File: config.mk
export PLATFORM = sky130hd
export DESIGN_NAME = plru_cache_top
export DESIGN_NICKNAME = d
export VERILOG_FILES = /design/src/design/plru_geom_pkg.sv /design/src/design/plru_req_pkg.sv /design/src/design/plru_tree_store.sv /design/src/design/plru_hit_update.sv /design/src/design/plru_victim_select.sv /design/src/design/plru_update_ctrl.sv /design/src/design/plru_cache_top.sv
export SDC_FILE = /design/constraint.sdc
export NUM_CORES = 1
export LEC_CHECK = 0
export BUFFER_PORTS_ARGS = -buffer_cell sky130_fd_sc_hd__buf_2
export CORE_MARGIN = 4
export CORE_UTILIZATION = 61
export CTS_CLUSTER_SIZE = 30
export DETAILED_ROUTE_END_ITERATION = 8
export GPL_ROUTABILITY_DRIVEN = 0
export PLACE_DENSITY = 0.75
export SYNTH_ARGS = -nofsm -noshare
export SYNTH_HDL_FRONTEND = slang
export SYNTH_SLANG_ARGS = --single-unit
export TNS_END_PERCENT = 10
File: constraint.sdc
create_clock -name clk_i -period 3.48 [get_ports clk_i]
set_input_delay 0.696 -clock clk_i [delete_from_list [all_inputs] [get_ports clk_i]]
set_output_delay 0.696 -clock clk_i [all_outputs]
set_load 0.02 [all_outputs]
File: src/design/plru_geom_pkg.sv
//##################################################
// Cache geometry for the pseudo-LRU unit
// Way, set and tree-bit counts, their vector types
// and the node numbering of the decision tree
//##################################################

package plru_geom_pkg;

    localparam int unsigned NumWays    = 8;
    localparam int unsigned TreeBits   = NumWays - 1;
    localparam int unsigned TreeLevels = $clog2(NumWays);
    localparam int unsigned NumSets    = 64;
    localparam int unsigned IndexWidth = $clog2(NumSets);

    // One bit per way, highest way in the MSB
    typedef logic [NumWays-1:0]    way_mask_t;
    typedef logic [TreeBits-1:0]   tree_bits_t;
    typedef logic [IndexWidth-1:0] set_index_t;

    // Bit position of node (level, group) in the pre-order layout
    // Group 0 is the subtree holding the highest ways of its level
    function automatic int unsigned node_idx(input int unsigned level,
                                             input int unsigned group);
        int unsigned idx;
        idx = 0;
        for (int unsigned k = 0; k < level; k++) begin
            // Lower half sits after the whole upper subtree
            if (((group >> (level - 1 - k)) & 1) != 0) begin
                idx += NumWays >> (k + 1);
            end else begin
                idx += 1;
            end
        end
        return idx;
    endfunction

endpackage

File: src/design/plru_req_pkg.sv
//##################################################
// Request and result formats of the PLRU unit
// Operation codes, request and result structs,
// controller states
//##################################################

package plru_req_pkg;

    // Kind of request
    typedef enum logic {
        OP_HIT   = 1'b0,
        OP_EVICT = 1'b1
    } plru_op_e;

    // One request, hit or evict
    typedef struct packed {
        plru_op_e                 op;
        plru_geom_pkg::set_index_t index;
        // One-hot, meaningful for a hit
        plru_geom_pkg::way_mask_t hit_way;
        // Per-way state, meaningful for an evict
        plru_geom_pkg::way_mask_t valid_ways;
        plru_geom_pkg::way_mask_t lock_ways;
        plru_geom_pkg::way_mask_t dirty_ways;
    } plru_req_t;

    // Answer to an evict
    typedef struct packed {
        plru_geom_pkg::way_mask_t victim_way;
        logic                     victim_dirty;
    } plru_result_t;

    typedef enum logic {
        IDLE,
        UPDATE
    } ctrl_state_e;

endpackage

File: src/design/plru_tree_store.sv
//##################################################
// Tree-bit storage, one entry per cache set
// Registered read port and one write port
//##################################################

`timescale 1ns/1ps

module plru_tree_store (
    input  logic                      clk_i,
    input  logic                      arst_n_i,
    input  logic                      rd_en_i,
    input  plru_geom_pkg::set_index_t rd_index_i,
    output plru_geom_pkg::tree_bits_t rd_bits_o,
    input  logic                      wr_en_i,
    input  plru_geom_pkg::set_index_t wr_index_i,
    input  plru_geom_pkg::tree_bits_t wr_bits_i
);

    plru_geom_pkg::tree_bits_t mem [plru_geom_pkg::NumSets];

    // Write port, all sets start with every node at zero
    always_ff @(posedge clk_i or negedge arst_n_i) begin
        if (!arst_n_i) begin
            for (int i = 0; i < plru_geom_pkg::NumSets; i++) begin
                mem[i] <= '0;
            end
        end else if (wr_en_i) begin
            mem[wr_index_i] <= wr_bits_i;
        end
    end

    // Read data appears one cycle after rd_en_i
    always_ff @(posedge clk_i or negedge arst_n_i) begin
        if (!arst_n_i) begin
            rd_bits_o <= '0;
        end else if (rd_en_i) begin
            rd_bits_o <= mem[rd_index_i];
        end
    end

endmodule

File: src/design/plru_hit_update.sv
//##################################################
// Hit path of the PLRU tree
// Points every node on the path to the hit way
// towards that way
//##################################################

`timescale 1ns/1ps

module plru_hit_update (
    input  plru_geom_pkg::tree_bits_t cur_bits_i,
    input  plru_geom_pkg::way_mask_t  hit_way_i,
    output plru_geom_pkg::tree_bits_t new_bits_o
);

    localparam int unsigned NumWays = plru_geom_pkg::NumWays;

    for (genvar l = 0; l < plru_geom_pkg::TreeLevels; l++) begin : g_level
        for (genvar g = 0; g < (1 << l); g++) begin : g_node
            // Way range covered by this node
            localparam int unsigned W   = NumWays >> l;
            localparam int unsigned Hi  = NumWays - 1 - g * W;
            localparam int unsigned Lo  = Hi - W + 1;
            localparam int unsigned Mid = Lo + W / 2;
            localparam int unsigned Idx = plru_geom_pkg::node_idx(l, g);

            logic in_subtree;
            logic in_upper;

            assign in_subtree = |hit_way_i[Hi:Lo];
            assign in_upper   = |hit_way_i[Hi:Mid];

            // 0 marks the upper half as most recent, 1 the lower half
            assign new_bits_o[Idx] = in_subtree ? ~in_upper : cur_bits_i[Idx];
        end
    end

endmodule

File: src/design/plru_victim_select.sv
//##################################################
// Victim path of the PLRU tree
// Walks from the root under valid and lock masks,
// returns a one-hot victim and the new tree bits
//##################################################

`timescale 1ns/1ps

module plru_victim_select (
    input  plru_geom_pkg::tree_bits_t cur_bits_i,
    input  plru_geom_pkg::way_mask_t  valid_ways_i,
    input  plru_geom_pkg::way_mask_t  lock_ways_i,
    output plru_geom_pkg::way_mask_t  victim_way_o,
    output plru_geom_pkg::tree_bits_t new_bits_o
);

    localparam int unsigned NumWays = plru_geom_pkg::NumWays;

    plru_geom_pkg::way_mask_t  occupied;
    // Decision of every node, as if it lay on the path
    plru_geom_pkg::tree_bits_t node_dec;
    // Node reached by the walk
    plru_geom_pkg::tree_bits_t on_path;

    assign occupied = valid_ways_i | lock_ways_i;

    for (genvar l = 0; l < plru_geom_pkg::TreeLevels; l++) begin : g_level
        for (genvar g = 0; g < (1 << l); g++) begin : g_node
            localparam int unsigned W   = NumWays >> l;
            localparam int unsigned Hi  = NumWays - 1 - g * W;
            localparam int unsigned Lo  = Hi - W + 1;
            localparam int unsigned Mid = Lo + W / 2;
            localparam int unsigned Idx = plru_geom_pkg::node_idx(l, g);

            // The root is always walked, others follow the parent decision
            if (l == 0) begin : g_root
                assign on_path[Idx] = 1'b1;
            end else begin : g_child
                localparam int unsigned PIdx = plru_geom_pkg::node_idx(l - 1, g >> 1);
                assign on_path[Idx] = on_path[PIdx] & (node_dec[PIdx] == (g % 2));
            end

            if (W == 2) begin : g_leaf
                // Only locks count here, a single locked way forces its sibling
                always_comb begin
                    if (lock_ways_i[Hi] && !lock_ways_i[Lo]) begin
                        node_dec[Idx] = 1'b1;
                    end else if (lock_ways_i[Lo] && !lock_ways_i[Hi]) begin
                        node_dec[Idx] = 1'b0;
                    end else begin
                        node_dec[Idx] = ~cur_bits_i[Idx];
                    end
                end

                assign victim_way_o[Hi] = on_path[Idx] & ~node_dec[Idx];
                assign victim_way_o[Lo] = on_path[Idx] & node_dec[Idx];
            end else begin : g_inner
                logic all_occ;
                logic upper_full;
                logic lower_full;

                assign all_occ = &occupied[Hi:Lo];

                // With no free way left, only fully locked halves are avoided
                assign upper_full = all_occ ? &lock_ways_i[Hi:Mid] : &occupied[Hi:Mid];
                assign lower_full = all_occ ? &lock_ways_i[Mid-1:Lo] : &occupied[Mid-1:Lo];

                always_comb begin
                    if (upper_full) begin
                        node_dec[Idx] = 1'b1;
                    end else if (lower_full) begin
                        node_dec[Idx] = 1'b0;
                    end else begin
                        node_dec[Idx] = ~cur_bits_i[Idx];
                    end
                end
            end

            assign new_bits_o[Idx] = on_path[Idx] ? node_dec[Idx] : cur_bits_i[Idx];
        end
    end

endmodule

File: src/design/plru_update_ctrl.sv
//##################################################
// PLRU update controller
// Accepts one request, reads the set, writes back
// the hit or victim bits and drives result pulses
//##################################################

`timescale 1ns/1ps

module plru_update_ctrl (
    input  logic                       clk_i,
    input  logic                       arst_n_i,
    input  logic                       req_valid_i,
    input  plru_req_pkg::plru_req_t    req_i,
    output logic                       busy_o,
    output logic                       rd_en_o,
    output plru_geom_pkg::set_index_t  rd_index_o,
    input  plru_geom_pkg::tree_bits_t  rd_bits_i,
    output plru_geom_pkg::way_mask_t   hit_way_o,
    output plru_geom_pkg::way_mask_t   valid_ways_o,
    output plru_geom_pkg::way_mask_t   lock_ways_o,
    input  plru_geom_pkg::tree_bits_t  hit_bits_i,
    input  plru_geom_pkg::tree_bits_t  victim_bits_i,
    input  plru_geom_pkg::way_mask_t   victim_way_i,
    output logic                       wr_en_o,
    output plru_geom_pkg::set_index_t  wr_index_o,
    output plru_geom_pkg::tree_bits_t  wr_bits_o,
    output logic                       hit_done_o,
    output logic                       victim_valid_o,
    output plru_req_pkg::plru_result_t victim_o
);

    plru_req_pkg::ctrl_state_e state_q;
    plru_req_pkg::ctrl_state_e state_d;
    plru_req_pkg::plru_req_t   req_q;

    logic accept;
    logic in_update;
    logic is_evict;

    assign in_update = (state_q == plru_req_pkg::UPDATE);
    assign accept    = req_valid_i && (state_q == plru_req_pkg::IDLE);
    assign is_evict  = (req_q.op == plru_req_pkg::OP_EVICT);
    assign busy_o    = in_update;

    // Tree read is issued in the same cycle the request is taken
    assign rd_en_o    = accept;
    assign rd_index_o = req_i.index;

    // Both paths see the latched request
    assign hit_way_o    = req_q.hit_way;
    assign valid_ways_o = req_q.valid_ways;
    assign lock_ways_o  = req_q.lock_ways;

    assign wr_bits_o  = is_evict ? victim_bits_i : hit_bits_i;
    assign wr_index_o = req_q.index;
    // No write needed when the path bits are already in place
    assign wr_en_o    = in_update && (wr_bits_o != rd_bits_i);

    always_comb begin
        state_d = state_q;
        case (state_q)
            plru_req_pkg::IDLE: begin
                if (accept) begin
                    state_d = plru_req_pkg::UPDATE;
                end
            end
            plru_req_pkg::UPDATE: begin
                state_d = plru_req_pkg::IDLE;
            end
            default: begin
                state_d = plru_req_pkg::IDLE;
            end
        endcase
    end

    always_ff @(posedge clk_i or negedge arst_n_i) begin
        if (!arst_n_i) begin
            state_q <= plru_req_pkg::IDLE;
        end else begin
            state_q <= state_d;
        end
    end

    always_ff @(posedge clk_i) begin
        if (accept) begin
            req_q <= req_i;
        end
    end

    // Result pulses, one cycle after acceptance
    always_ff @(posedge clk_i or negedge arst_n_i) begin
        if (!arst_n_i) begin
            hit_done_o     <= 1'b0;
            victim_valid_o <= 1'b0;
            victim_o       <= '0;
        end else begin
            hit_done_o     <= in_update && !is_evict;
            victim_valid_o <= in_update && is_evict;
            if (in_update && is_evict) begin
                victim_o.victim_way   <= victim_way_i;
                victim_o.victim_dirty <= |(victim_way_i & req_q.dirty_ways);
            end
        end
    end

endmodule

File: src/design/plru_cache_top.sv
//##################################################
// PLRU replacement unit top level
// Tree storage, hit path, victim path, controller
//##################################################

`timescale 1ns/1ps

module plru_cache_top (
    input  logic                       clk_i,
    input  logic                       arst_n_i,
    input  logic                       req_valid_i,
    input  plru_req_pkg::plru_req_t    req_i,
    output logic                       busy_o,
    output logic                       hit_done_o,
    output logic                       victim_valid_o,
    output plru_req_pkg::plru_result_t victim_o
);

    logic                      rd_en;
    plru_geom_pkg::set_index_t rd_index;
    plru_geom_pkg::tree_bits_t rd_bits;
    logic                      wr_en;
    plru_geom_pkg::set_index_t wr_index;
    plru_geom_pkg::tree_bits_t wr_bits;

    plru_geom_pkg::way_mask_t  hit_way;
    plru_geom_pkg::way_mask_t  valid_ways;
    plru_geom_pkg::way_mask_t  lock_ways;
    plru_geom_pkg::tree_bits_t hit_bits;
    plru_geom_pkg::tree_bits_t victim_bits;
    plru_geom_pkg::way_mask_t  victim_way;

    plru_tree_store u_store (
        .clk_i      (clk_i),
        .arst_n_i   (arst_n_i),
        .rd_en_i    (rd_en),
        .rd_index_i (rd_index),
        .rd_bits_o  (rd_bits),
        .wr_en_i    (wr_en),
        .wr_index_i (wr_index),
        .wr_bits_i  (wr_bits)
    );

    // Both paths work on the same read data
    plru_hit_update u_hit (
        .cur_bits_i (rd_bits),
        .hit_way_i  (hit_way),
        .new_bits_o (hit_bits)
    );

    plru_victim_select u_victim (
        .cur_bits_i   (rd_bits),
        .valid_ways_i (valid_ways),
        .lock_ways_i  (lock_ways),
        .victim_way_o (victim_way),
        .new_bits_o   (victim_bits)
    );

    plru_update_ctrl u_ctrl (
        .clk_i          (clk_i),
        .arst_n_i       (arst_n_i),
        .req_valid_i    (req_valid_i),
        .req_i          (req_i),
        .busy_o         (busy_o),
        .rd_en_o        (rd_en),
        .rd_index_o     (rd_index),
        .rd_bits_i      (rd_bits),
        .hit_way_o      (hit_way),
        .valid_ways_o   (valid_ways),
        .lock_ways_o    (lock_ways),
        .hit_bits_i     (hit_bits),
        .victim_bits_i  (victim_bits),
        .victim_way_i   (victim_way),
        .wr_en_o        (wr_en),
        .wr_index_o     (wr_index),
        .wr_bits_o      (wr_bits),
        .hit_done_o     (hit_done_o),
        .victim_valid_o (victim_valid_o),
        .victim_o       (victim_o)
    );

endmodule

==> impl_metrics.toml, run 1 <==
[cts]
clkLatencyLatePin_ns = 0.60
numCtsBuffers = 52
clk_path_buf_depth = 3
post_cts_buffers = 0
cts.sinks = 506
cts_hold_buffers = 0
cts_tree = "yes"
root_buffer = "clkbuf_16"
clkTransAtPathRegs_ns = 0.06
htreeDepth = 2

[worst_hold_path]
hp-class = "in2async"

[timing]
relSlewSlack_pct = 27.97
fmax_ghz = 0.2985
tightest_slew_ns = 1.081
setup_viol = 0
hold_viol = 0
fin_skew_ns = 0.01703
post-route-period-util_pct = 96.28
rsz0062_at_grt = "true"
slew_viol_final = 0
post-route-min-period_ns = 3.351

[critical_path]
worstPathRequired_ns = 3.95
cp-end-kind = "flop"
startpoint_type = "flop"
crit_chain = "or3_4 > nor3_2 > a21boi_0 > o31ai_1 > o2111a_2 > buf_12 > or4_1 > mux2_4"
crit_buf_inv = 1
cp.arrival_ns = 3.82
critPathSlowestCell = "or4_1"
crit_family = "simple AND/OR/NAND/NOR gates"
critPathKind = "reg2reg"
critPathMaxFanout = 26
cp_slowest_stage_delay_ns = 0.76

[floorplan]
fp.dieW_um = 211.1
pin_count = 54
fp.dieArea_mm2 = 0.04455
start_util_pct = 61.61
die_h_um = 211.1
core_area_mm2 = 0.04083
row_count = 74

[finish]
area_growth_pct = 11.09
drive_above_1_share_pct = 53.39
nNetsFinal = 1593
fin_cells = 2126
fillers = 2651
num_antenna_cells = 0

[yosys]
syn-num-nets = 1575
yosysUniqueCellTypes = 66
ys_seq_area_share_pct = 51.11
synth.most_common_cell = "dfrtp_1"
synth_top_area_cell = "dfrtp_1"
synth_common_cells = "dfrtp_1 (467), mux2_4 (287), mux2_2 (171)"
syn_area_mm2 = 0.02516
async_reset_ff_share_pct = 92.29
yosys_warnings = 0
synth_edf_count = 39
avgSynthCellArea_um2 = 16.41
netlist_top_cells_area = "dfrtp_1 (46%), mux2_4 (17%), mux4_2 (13%)"
netlist_instances = 1533
synth_ff_type = "dfrtp_1"
ys_ff_latch = 506
yosys.area.top_type_share_pct = 46.46

[global_route]
grt_max_degree = 81
grt_overflow = 0
grt_pass1_vias = 14771
grt_pass1_wl_mm = 90.68
antenna_found_initial = 1
track_usage_pct = 26.10

[detailed_routing]
wl_mm = 56.64
vias = 13658
wl_met3_mm = 3.022
routed.top_layer = "met5"
drtPass1Iterations = 5
avgRoutedWirePerCell_um = 26.64
route.detailed.drc = 0
via_per_inst = 6.424
ant_nets = 0
wl_met2_mm = 27.28
met1_length_mm = 25.00
drtIter0Drc = 1151

[status]
status = "finished clean"

[power_and_ir_drop]
power_leakage_nw = 13.13
power.density_mw_per_mm2 = 515.5
ir_worst_vdd_mv = 0.3487
power_mw = 14.41

[placed_design]
io_buffer_count = 53
hpwl_mm = 36.49
placed_cells = 2029

[flow_run]
drv_cap = 0
==> timing repair <==
| item | in CTS | in global routing |
|---|---|---|
| endpoints found under the hold margin | 0 | 0 |
| resized for setup | 0 | 13 |
| setup endpoints to repair | 0 | 64 |
==> layout by cell type (no fill, tap or decap), drive strengths merged, types with 5 or more instances in the layout <==
master	n
nand3	28
edfxtp	39
a22oi	6
nor3	12
or4	22
and3	7
clkinv	12
inv	11
dfrtp	467
nor4	7
nand3b	7
buf	105
o22ai	5
mux4	140
o31ai	7
mux2	458
a21oi	7
o21ai	10
a221o	5
a21o	5
nand2	25
mux2i	8
nand4	7
bufinv	5
clkbuf	77
nor2	49
==> cell families (layout without fill, tap and decap cells) <==
group           after synthesis  in the layout  share of synthesized area, %
buf+inv                     151            212                         2.935
fa+ha+maj                     4              4                        0.1592
simple gates                189            189                         5.725
compound gates               77             77                         2.432
flops                       506            506                         51.11
mux                         606            606                         37.64
==> worst paths after layout <==
path	to	slack [ns]	depth (start not counted)	start
max	u_store.mem[222]	0.13	8	u_ctrl.is_evict
min	u_store.mem[447]	0.08	1	arst_n_i
max reg2reg	u_store.mem[222]	0.13	8	u_ctrl.is_evict
min reg2reg	u_ctrl.victim_o[7]	0.47	2	u_ctrl.victim_o[7]
max in group asynchronous	u_store.mem[184]	2.30	3	arst_n_i
min in group clk_i	u_ctrl.req_q[5]	0.28	1	req_i[5]
==> stage by stage <==
step / setup TNS (ns) / area (µm²) / setup slack, ns / utilization (%) / hold WS, ns
2_1_floorplan: 0 / 25160 / 0.09209 / - / 0.4004
3_3_place_gp: 0 / 26080 / 0.2331 / 63.88 / 0.4561
3_5_place_dp: 0 / 26080 / 0.1539 / 63.88 / 0.4621
4_1_cts: 0 / 27900 / 0.1258 / 68.32 / 0.1090
5_1_grt: -0.005745 / 27950 / -0.002483 / 68.44 / 0.1286
6_report: 0 / 27950 / 0.1294 / 68.44 / 0.07644
==> area by class of cell <==
type                            instances  area [µm²]  share of cell area, %
Sequential cell                       506       12860                  46.01
Multi-Input combinational cell        876       11670                  41.77
Clock buffer                           77        1568                  5.610
Timing Repair Buffer                  105       899.6                  3.219
Tap cell                              532       665.6                  2.382
Clock inverter                         20       245.2                 0.8775
Inverter                               10       37.54                 0.1343
==> where the power goes <==
group	internal, mW	switching [mW]
Sequential	6.40	0.292
Combinational	0.935	0.947
Clock	3.49	2.34
Total	10.8	3.58
==> worst reg2reg max path, cell delays in order (launching register included) <==
cell and delay [ns]:
edfxtp_1 0.53, or3_4 0.48, nor3_2 0.18, a21boi_0 0.31, o31ai_1 0.15, o2111a_2 0.20
buf_12 0.21, or4_1 0.79, mux2_4 0.39
==> per-layer routing <==
layer  up-vias  global-route usage [%]
met5         -                       0
met4         2                   7.445
met3        78                   4.055
li1       5834                       -
met1      7358                   38.63
met2       386                   41.02
==> state kept, by name, summed over array words and instances (netlist names) <==
signal	cells
u_store.mem	448
u_ctrl.lock_ways_o	8
u_ctrl.hit_way_o	8
u_ctrl.victim_valid_o	1
u_ctrl.req_q	8
u_store.rd_bits_o	7
u_ctrl.hit_done_o	1
u_ctrl.victim_o	9
u_ctrl.is_evict	1
u_ctrl.busy_o	1
u_ctrl.wr_index_o	6
u_ctrl.valid_ways_o	8
Power figures use the tool's default switching activity.
==> inputs of run 2 (changes only) <==
--- a/config.mk
+++ b/config.mk
@@ -6,7 +6,6 @@
 export NUM_CORES = 1
 export LEC_CHECK = 0
 export BUFFER_PORTS_ARGS = -buffer_cell sky130_fd_sc_hd__buf_2
-export CORE_MARGIN = 4
 export CORE_UTILIZATION = 61
 export CTS_CLUSTER_SIZE = 30
 export DETAILED_ROUTE_END_ITERATION = 8
@@ -14,5 +13,6 @@
 export PLACE_DENSITY = 0.75
 export SYNTH_ARGS = -nofsm -noshare
 export SYNTH_HDL_FRONTEND = slang
+export SYNTH_HIERARCHICAL = 1
 export SYNTH_SLANG_ARGS = --single-unit
 export TNS_END_PERCENT = 10
==> run 2 against run 1 <==
  * The run now ends with setup timing left
  * Synthesized cell count down 0.78%
  * Critical path type unchanged
  * Sequential share of layout area up 1.1 points
  * Routed wire length down 5.6%
  * Utilization up 3.9 points
  * Synthesized area down 6.6%
  * Worst setup slack worse by 0.30 ns
  * Maximum frequency down 8.3%
  * Global-route usage up 2.7 points
==> impl_metrics.toml, run 2 <==
[floorplan]
fp.dieW_um = 198.2
pin_count = 54
row_count = 71
fp.dieArea_mm2 = 0.03929
core_area_mm2 = 0.03776
start_util_pct = 62.20
die_h_um = 198.2

[critical_path]
cp_slowest_stage_delay_ns = 0.46
startpoint_type = "flop"
cp-end-kind = "flop"
critPathMaxFanout = 7
critPathSlowestCell = "o41a_1"
crit_chain = "buf_4 > o22ai_4 > nand2b_1 > a21o_1 > or2_4 > mux2_4 > mux2_4 > xor2_1 > o41a_1 > nand2b_1 > buf_6 > nor3_1 > buf_12 > nand2_1 > buf_4 > mux2_2"
cp.arrival_ns = 4.13
rr_worst_depth = 16
critPathKind = "reg2reg"
worstPathRequired_ns = 3.96

[placed_design]
placed_cells = 2046
hpwl_mm = 33.34
io_buffer_count = 53
dpl_worst_slack_ns = -0.7237

[finish]
fillers = 2355
fin_cells = 2143
layout_common_cells = "dfrtp_1 (467), mux2_2 (427), mux4_2 (99), mux2_4 (66), buf_4 (59)"
final_common_cell = "dfrtp_1"
area_growth_pct = 16.25
top_register = "u_store/mem"
top_regs = "u_store/mem x448, u_ctrl/victim_o x9"
drive_above_1_share_pct = 55.27
largest_reg_flops = 448
num_antenna_cells = 0
nNetsFinal = 1636

[detailed_routing]
drtPass1Iterations = 5
routed.top_layer = "met4"
ant_nets = 0
vias = 13436
drtIter0Drc = 702
avgRoutedWirePerCell_um = 24.95
wl_met3_mm = 2.443
wl_met2_mm = 26.33
via_per_inst = 6.270
route.detailed.drc = 0
wl_mm = 53.47
met1_length_mm = 22.93

[yosys]
synth_edf_count = 39
netlist_instances = 1521
avgSynthCellArea_um2 = 15.44
yosys_warnings = 6
netlist_top_cells_area = "dfrtp_1 (50%), mux2_2 (23%), mux4_2 (9.5%)"
synth.most_common_cell = "mux2_2"
syn_area_mm2 = 0.02349
ys_seq_area_share_pct = 54.75
synth_top_area_cell = "dfrtp_1"
async_reset_ff_share_pct = 92.29
synth_common_cells = "mux2_2 (486), dfrtp_1 (467), mux4_2 (99)"
ys_ff_latch = 506
yosys.area.top_type_share_pct = 49.76
synth_ff_type = "dfrtp_1"
syn-num-nets = 1563
yosysUniqueCellTypes = 56

[cts]
clkTransAtPathRegs_ns = 0.06
clk_path_buf_depth = 3
cts.sinks = 506
numCtsBuffers = 52
root_buffer = "clkbuf_16"
cts_tree = "yes"
clkLatencyLatePin_ns = 0.61
htreeDepth = 2

[timing]
setup_viol = 374
fin_skew_ns = 0.02709
tightest_slew_ns = 1.347
slew_viol_final = 0
hold_viol = 0
fmax_ghz = 0.2736
post-route-min-period_ns = 3.655
relSlewSlack_pct = 10.03
fin_ws_ns = -0.1750
rsz0062_at_grt = "true"
post-route-period-util_pct = 105.0

[global_route]
grt_pass1_wl_mm = 84.41
track_usage_pct = 28.75
grt_overflow = 0
antenna_found_initial = 0
grt_pass1_vias = 14337
grt_max_degree = 89

[worst_hold_path]
hp-class = "in2async"

[power_and_ir_drop]
power_leakage_nw = 12.94
power.density_mw_per_mm2 = 522.2
ir_worst_vdd_mv = 0.4528

[status]
violations = "setup timing"
status = "finished with violations"

[flow_run]
drv_cap = 0
## run 2: cell types whose count changed after synthesis, sizes merged, moves of 18 or more
cell,delta
mux4,-28
mux2,+35
buf,+18
mux2i,+20
or4,-21
## run 2: power breakdown
group          switching [mW]  internal [mW]
clock                    2.28           3.13
sequential              0.319           6.53
combinational            1.01           1.00
total                    3.60           10.7
## run 2: path summary, 6_finish.rpt
path | start | end | slack [ns]
hold / removal | arst_n_i | u_store/mem[297] | 0.06
hold reg to reg | u_store/mem[403] | u_store/mem[403] | 0.50
setup reg to reg | u_ctrl/lock_ways_o[5] | u_store/mem[111] | -0.18
setup / recovery | u_ctrl/lock_ways_o[5] | u_store/mem[111] | -0.18
max in group asynchronous | arst_n_i | u_store/mem[154] | 2.58
min in group clk_i | req_i[9] | u_ctrl/lock_ways_o[1] | 0.28
## run 2: cells by family after synthesis
| group | Yosys count | share of synthesized area (%) |
|---|---|---|
| multiplexers | 633 | 35.89 |
| AND/OR/NAND/NOR | 162 | 3.420 |
| XOR/XNOR | 7 | 0.2611 |
| flip-flops | 506 | 54.75 |
| AO/OA/AOI/OAI | 59 | 2.184 |
| adder cells (fa/ha/maj) | 1 | 0.04262 |
| buffers and inverters | 153 | 3.452 |
## run 2: timing repair
| action | in CTS | in global routing |
|---|---|---|
| hold buffers | 0 | 0 |
| setup buffers | 10 | 2 |
| pin swaps | 7 | 28 |
| resized for setup | 121 | 41 |
| endpoints found under the setup margin | 448 | 448 |
## run 2: worst max-delay path: cells and delay by family (launching register included)
family                 cells  cell delay (ns)
AND/OR/NAND/NOR            5             0.64
multiplexers               3             0.90
buffers and inverters      4             0.67
AO/OA/AOI/OAI              3             0.79
XOR/XNOR                   1             0.14
flip-flops                 1             0.40
## run 2: metrics by stage
stage	utilization (%)	power (mW)	instance area, µm²	setup TNS, ns	hold WS [ns]
3_3_place_gp	66.37	8.747	25060	-73.55	0.4793
6_report	72.31	14.26	27300	-30.83	0.06018
4_1_cts	71.90	14.33	27150	-23.59	0.06399
2_1_floorplan	-	8.176	23590	-0.6427	0.4004
5_1_grt	72.31	14.79	27300	-74.87	0.1015
3_5_place_dp	66.37	8.844	25060	-92.42	0.4861
## run 2: final cells by class
type	count	area (µm²)	share of cell area (%)
clock inverters	16	147.6	0.5408
well taps	511	639.4	2.342
inverters	11	43.79	0.1604
flip-flops and latches	506	12860	47.09
repair buffers	161	1600	5.862
multi-input cells	862	10510	38.50
clock buffers	76	1503	5.504
## run 2: per-layer routing
layer  track usage [%]  vias up
met5                 0        -
met3             4.258       92
met4             10.94        0
met1             40.08     7193
li1                  -     5798
met2             46.04      353
==> inputs of run 3 (changes only) <==
--- a/config.mk
+++ b/config.mk
@@ -6,11 +6,11 @@
 export NUM_CORES = 1
 export LEC_CHECK = 0
 export BUFFER_PORTS_ARGS = -buffer_cell sky130_fd_sc_hd__buf_2
-export CORE_UTILIZATION = 61
+export CORE_UTILIZATION = 40
 export CTS_CLUSTER_SIZE = 30
 export DETAILED_ROUTE_END_ITERATION = 8
 export GPL_ROUTABILITY_DRIVEN = 0
-export PLACE_DENSITY = 0.75
+export PLACE_DENSITY = 0.52
 export SYNTH_ARGS = -nofsm -noshare
 export SYNTH_HDL_FRONTEND = slang
 export SYNTH_HIERARCHICAL = 1
==> run 3 against run 2 <==
  * The flow still finishes with violations (setup timing)
  * Total power rose by 2.4%
  * Final cell count rose by 13%
  * Die area rose by 52%
  * Sequential cell count did not move
  * Routed wire length increased by 7.9%
  * Largest cell class unchanged
==> impl_metrics.toml, run 3 (synthesized netlist as in run 2, its figures left out) <==
[floorplan]
fp.dieArea_mm2 = 0.05968
core_area_mm2 = 0.05781
pin_count = 54
row_count = 88
fp.dieW_um = 244.3
start_util_pct = 40.63
die_h_um = 244.3

[critical_path]
worstPathRequired_ns = 3.96
crit_family = "multiplexers"
critPathSlowestCell = "edfxtp_1"
critPathKind = "reg2reg"
crit_chain = "o22ai_4 > nand2b_1 > a21o_1 > or2_4 > mux2_4 > mux2_4 > xor2_2 > o41a_1 > buf_6 > buf_6 > nand2_1 > nor3_2 > clkbuf_16 > nand2_2 > buf_12 > mux2_2"
cp_slowest_stage_delay_ns = 0.46
cp.arrival_ns = 4.13
startpoint_type = "flop"
cp-end-kind = "flop"
crit_buf_inv = 4
critPathMaxFanout = 7

[timing]
worst_hold_slack_ns = 0.2538
setup_viol = 214
fin_ws_ns = -0.1654
tightest_slew_ns = 1.452
fin_skew_ns = 0.02852
post-route-min-period_ns = 3.645
fin_tns_setup_ns = -20.23
rsz0062_at_grt = "true"
fmax_ghz = 0.2743
hold_viol = 0
slew_viol_final = 0
post-route-period-util_pct = 104.8
relSlewSlack_pct = 2.988

[global_route]
grt_pass1_vias = 14222
antenna_found_initial = 0
grt_max_degree = 103
track_usage_pct = 19.93
grt_overflow = 0
grt_pass1_wl_mm = 89.86

[power_and_ir_drop]
power.density_mw_per_mm2 = 516.7
ir_worst_vdd_mv = 0.3854
power_leakage_nw = 13.40

[detailed_routing]
vias = 13236
avgRoutedWirePerCell_um = 23.86
route.detailed.drc = 0
ant_nets = 0
via_per_inst = 5.476
wl_mm = 57.67
drtPass1Iterations = 6
drtIter0Drc = 654

[finish]
num_antenna_cells = 0
top_register = "u_store/mem"
final_common_cell = "dfrtp_1"
area_growth_pct = 20.34
drive_above_1_share_pct = 56.23
final_cell_area_mm2 = 0.02826
largest_reg_flops = 448
nNetsFinal = 1651
layout_common_cells = "dfrtp_1 (467), mux2_2 (357), mux2_4 (136), mux4_2 (99)"
top_regs = "u_store/mem x448, u_ctrl/victim_o x9"

[placed_design]
hpwl_mm = 35.94
placed_area_mm2 = 0.02549
io_buffer_count = 53

[worst_hold_path]
hp-class = "in2reg"

[cts]
root_buffer = "clkbuf_16"
cts_tree = "yes"
cts.sinks = 506
numCtsBuffers = 56
htreeDepth = 2
clkTransAtPathRegs_ns = 0.06
clkLatencyLatePin_ns = 0.62
clk_path_buf_depth = 3

[status]
violations = "setup timing"
status = "finished with violations"

[flow_run]
drv_cap = 0
[run 3: changes by cell type in the layout (fill, tap and decap cells not counted), sizes merged]
cell         delta
clkinvlp        +1
bufinv          -1
inv             +1
clkbuf         +13
clkinv          -4
buf             +9
dlygate4sd3     +1
[run 3: worst paths after layout]
check | cells after the start | slack [ns] | startpoint | endpoint
worst max-delay path | 16 | -0.17 | u_ctrl/lock_ways_o[4] | u_store/mem[325]
worst min register to register | 1 | 0.50 | u_store/mem[212] | u_store/mem[212]
worst min-delay path | 1 | 0.25 | req_i[19] | u_ctrl/valid_ways_o[3]
max in group asynchronous | 4 | 1.86 | arst_n_i | u_store/mem[259]
worst max register to register | 16 | -0.17 | u_ctrl/lock_ways_o[4] | u_store/mem[325]
min in group asynchronous | 2 | 0.57 | arst_n_i | u_store/mem[192]
[run 3: power breakdown]
| part | switching [mW] | internal, mW |
|---|---|---|
| clock | 2.38 | 3.29 |
| sequential | 0.305 | 6.53 |
| combinational | 1.04 | 1.07 |
| total | 3.72 | 10.9 |
[run 3: repair_timing]
item | CTS | global route
gates cloned | 0 | 0
resized for setup | 105 | 148
endpoints found under the hold margin | 23 | 0
hold buffers | 1 | 0
setup buffers | 8 | 4
setup endpoints to repair | 448 | 448
pin swaps | 11 | 28
[run 3: area by class of cell]
type | count | area [µm²]
Fill cell | 4917 | 29540
Inverter | 11 | 43.79
Clock buffer | 88 | 1643
Tap cell | 765 | 957.2
Sequential cell | 506 | 12860
Clock inverter | 13 | 96.34
Multi-Input combinational cell | 862 | 10840
Timing Repair Buffer | 172 | 1824
[run 3: worst register-to-register path, stage by stage (launching register included)]
cell and delay, ns:
edfxtp_1 0.46, o22ai_4 0.26, nand2b_1 0.08, a21o_1 0.17, or2_4 0.26, mux2_4 0.30
mux2_4 0.28, xor2_2 0.15, o41a_1 0.39, buf_6 0.15, buf_6 0.11, nand2_1 0.07
nor3_2 0.06, clkbuf_16 0.23, nand2_2 0.10, buf_12 0.14, mux2_2 0.33
[run 3: layer usage]
layer | vias to the layer above | wire length [µm] | track usage (%) | part of all wire [%]
met5 | - | 0 | 0 | 0
met2 | 214 | 27190 | 31.53 | 47
li1 | 5821 | - | - | -
met1 | 7125 | 26990 | 28.22 | 47
met4 | 0 | 1320 | 6.342 | 2.3
met3 | 76 | 2170 | 3.018 | 3.8
[run 3: metrics by stage]
stage               total power, mW  worst slack, ns  instances  utilization (%)
floorplan                     8.176         -0.08461       1521                -
CTS                           14.69          -0.1463       2418            48.01
global route                  15.25          -0.3209       2417            48.89
finish                        14.60          -0.1654       2417            48.89
detailed placement            8.906          -0.4777       2308            44.10
global placement              8.846          -0.9019       2308            44.09
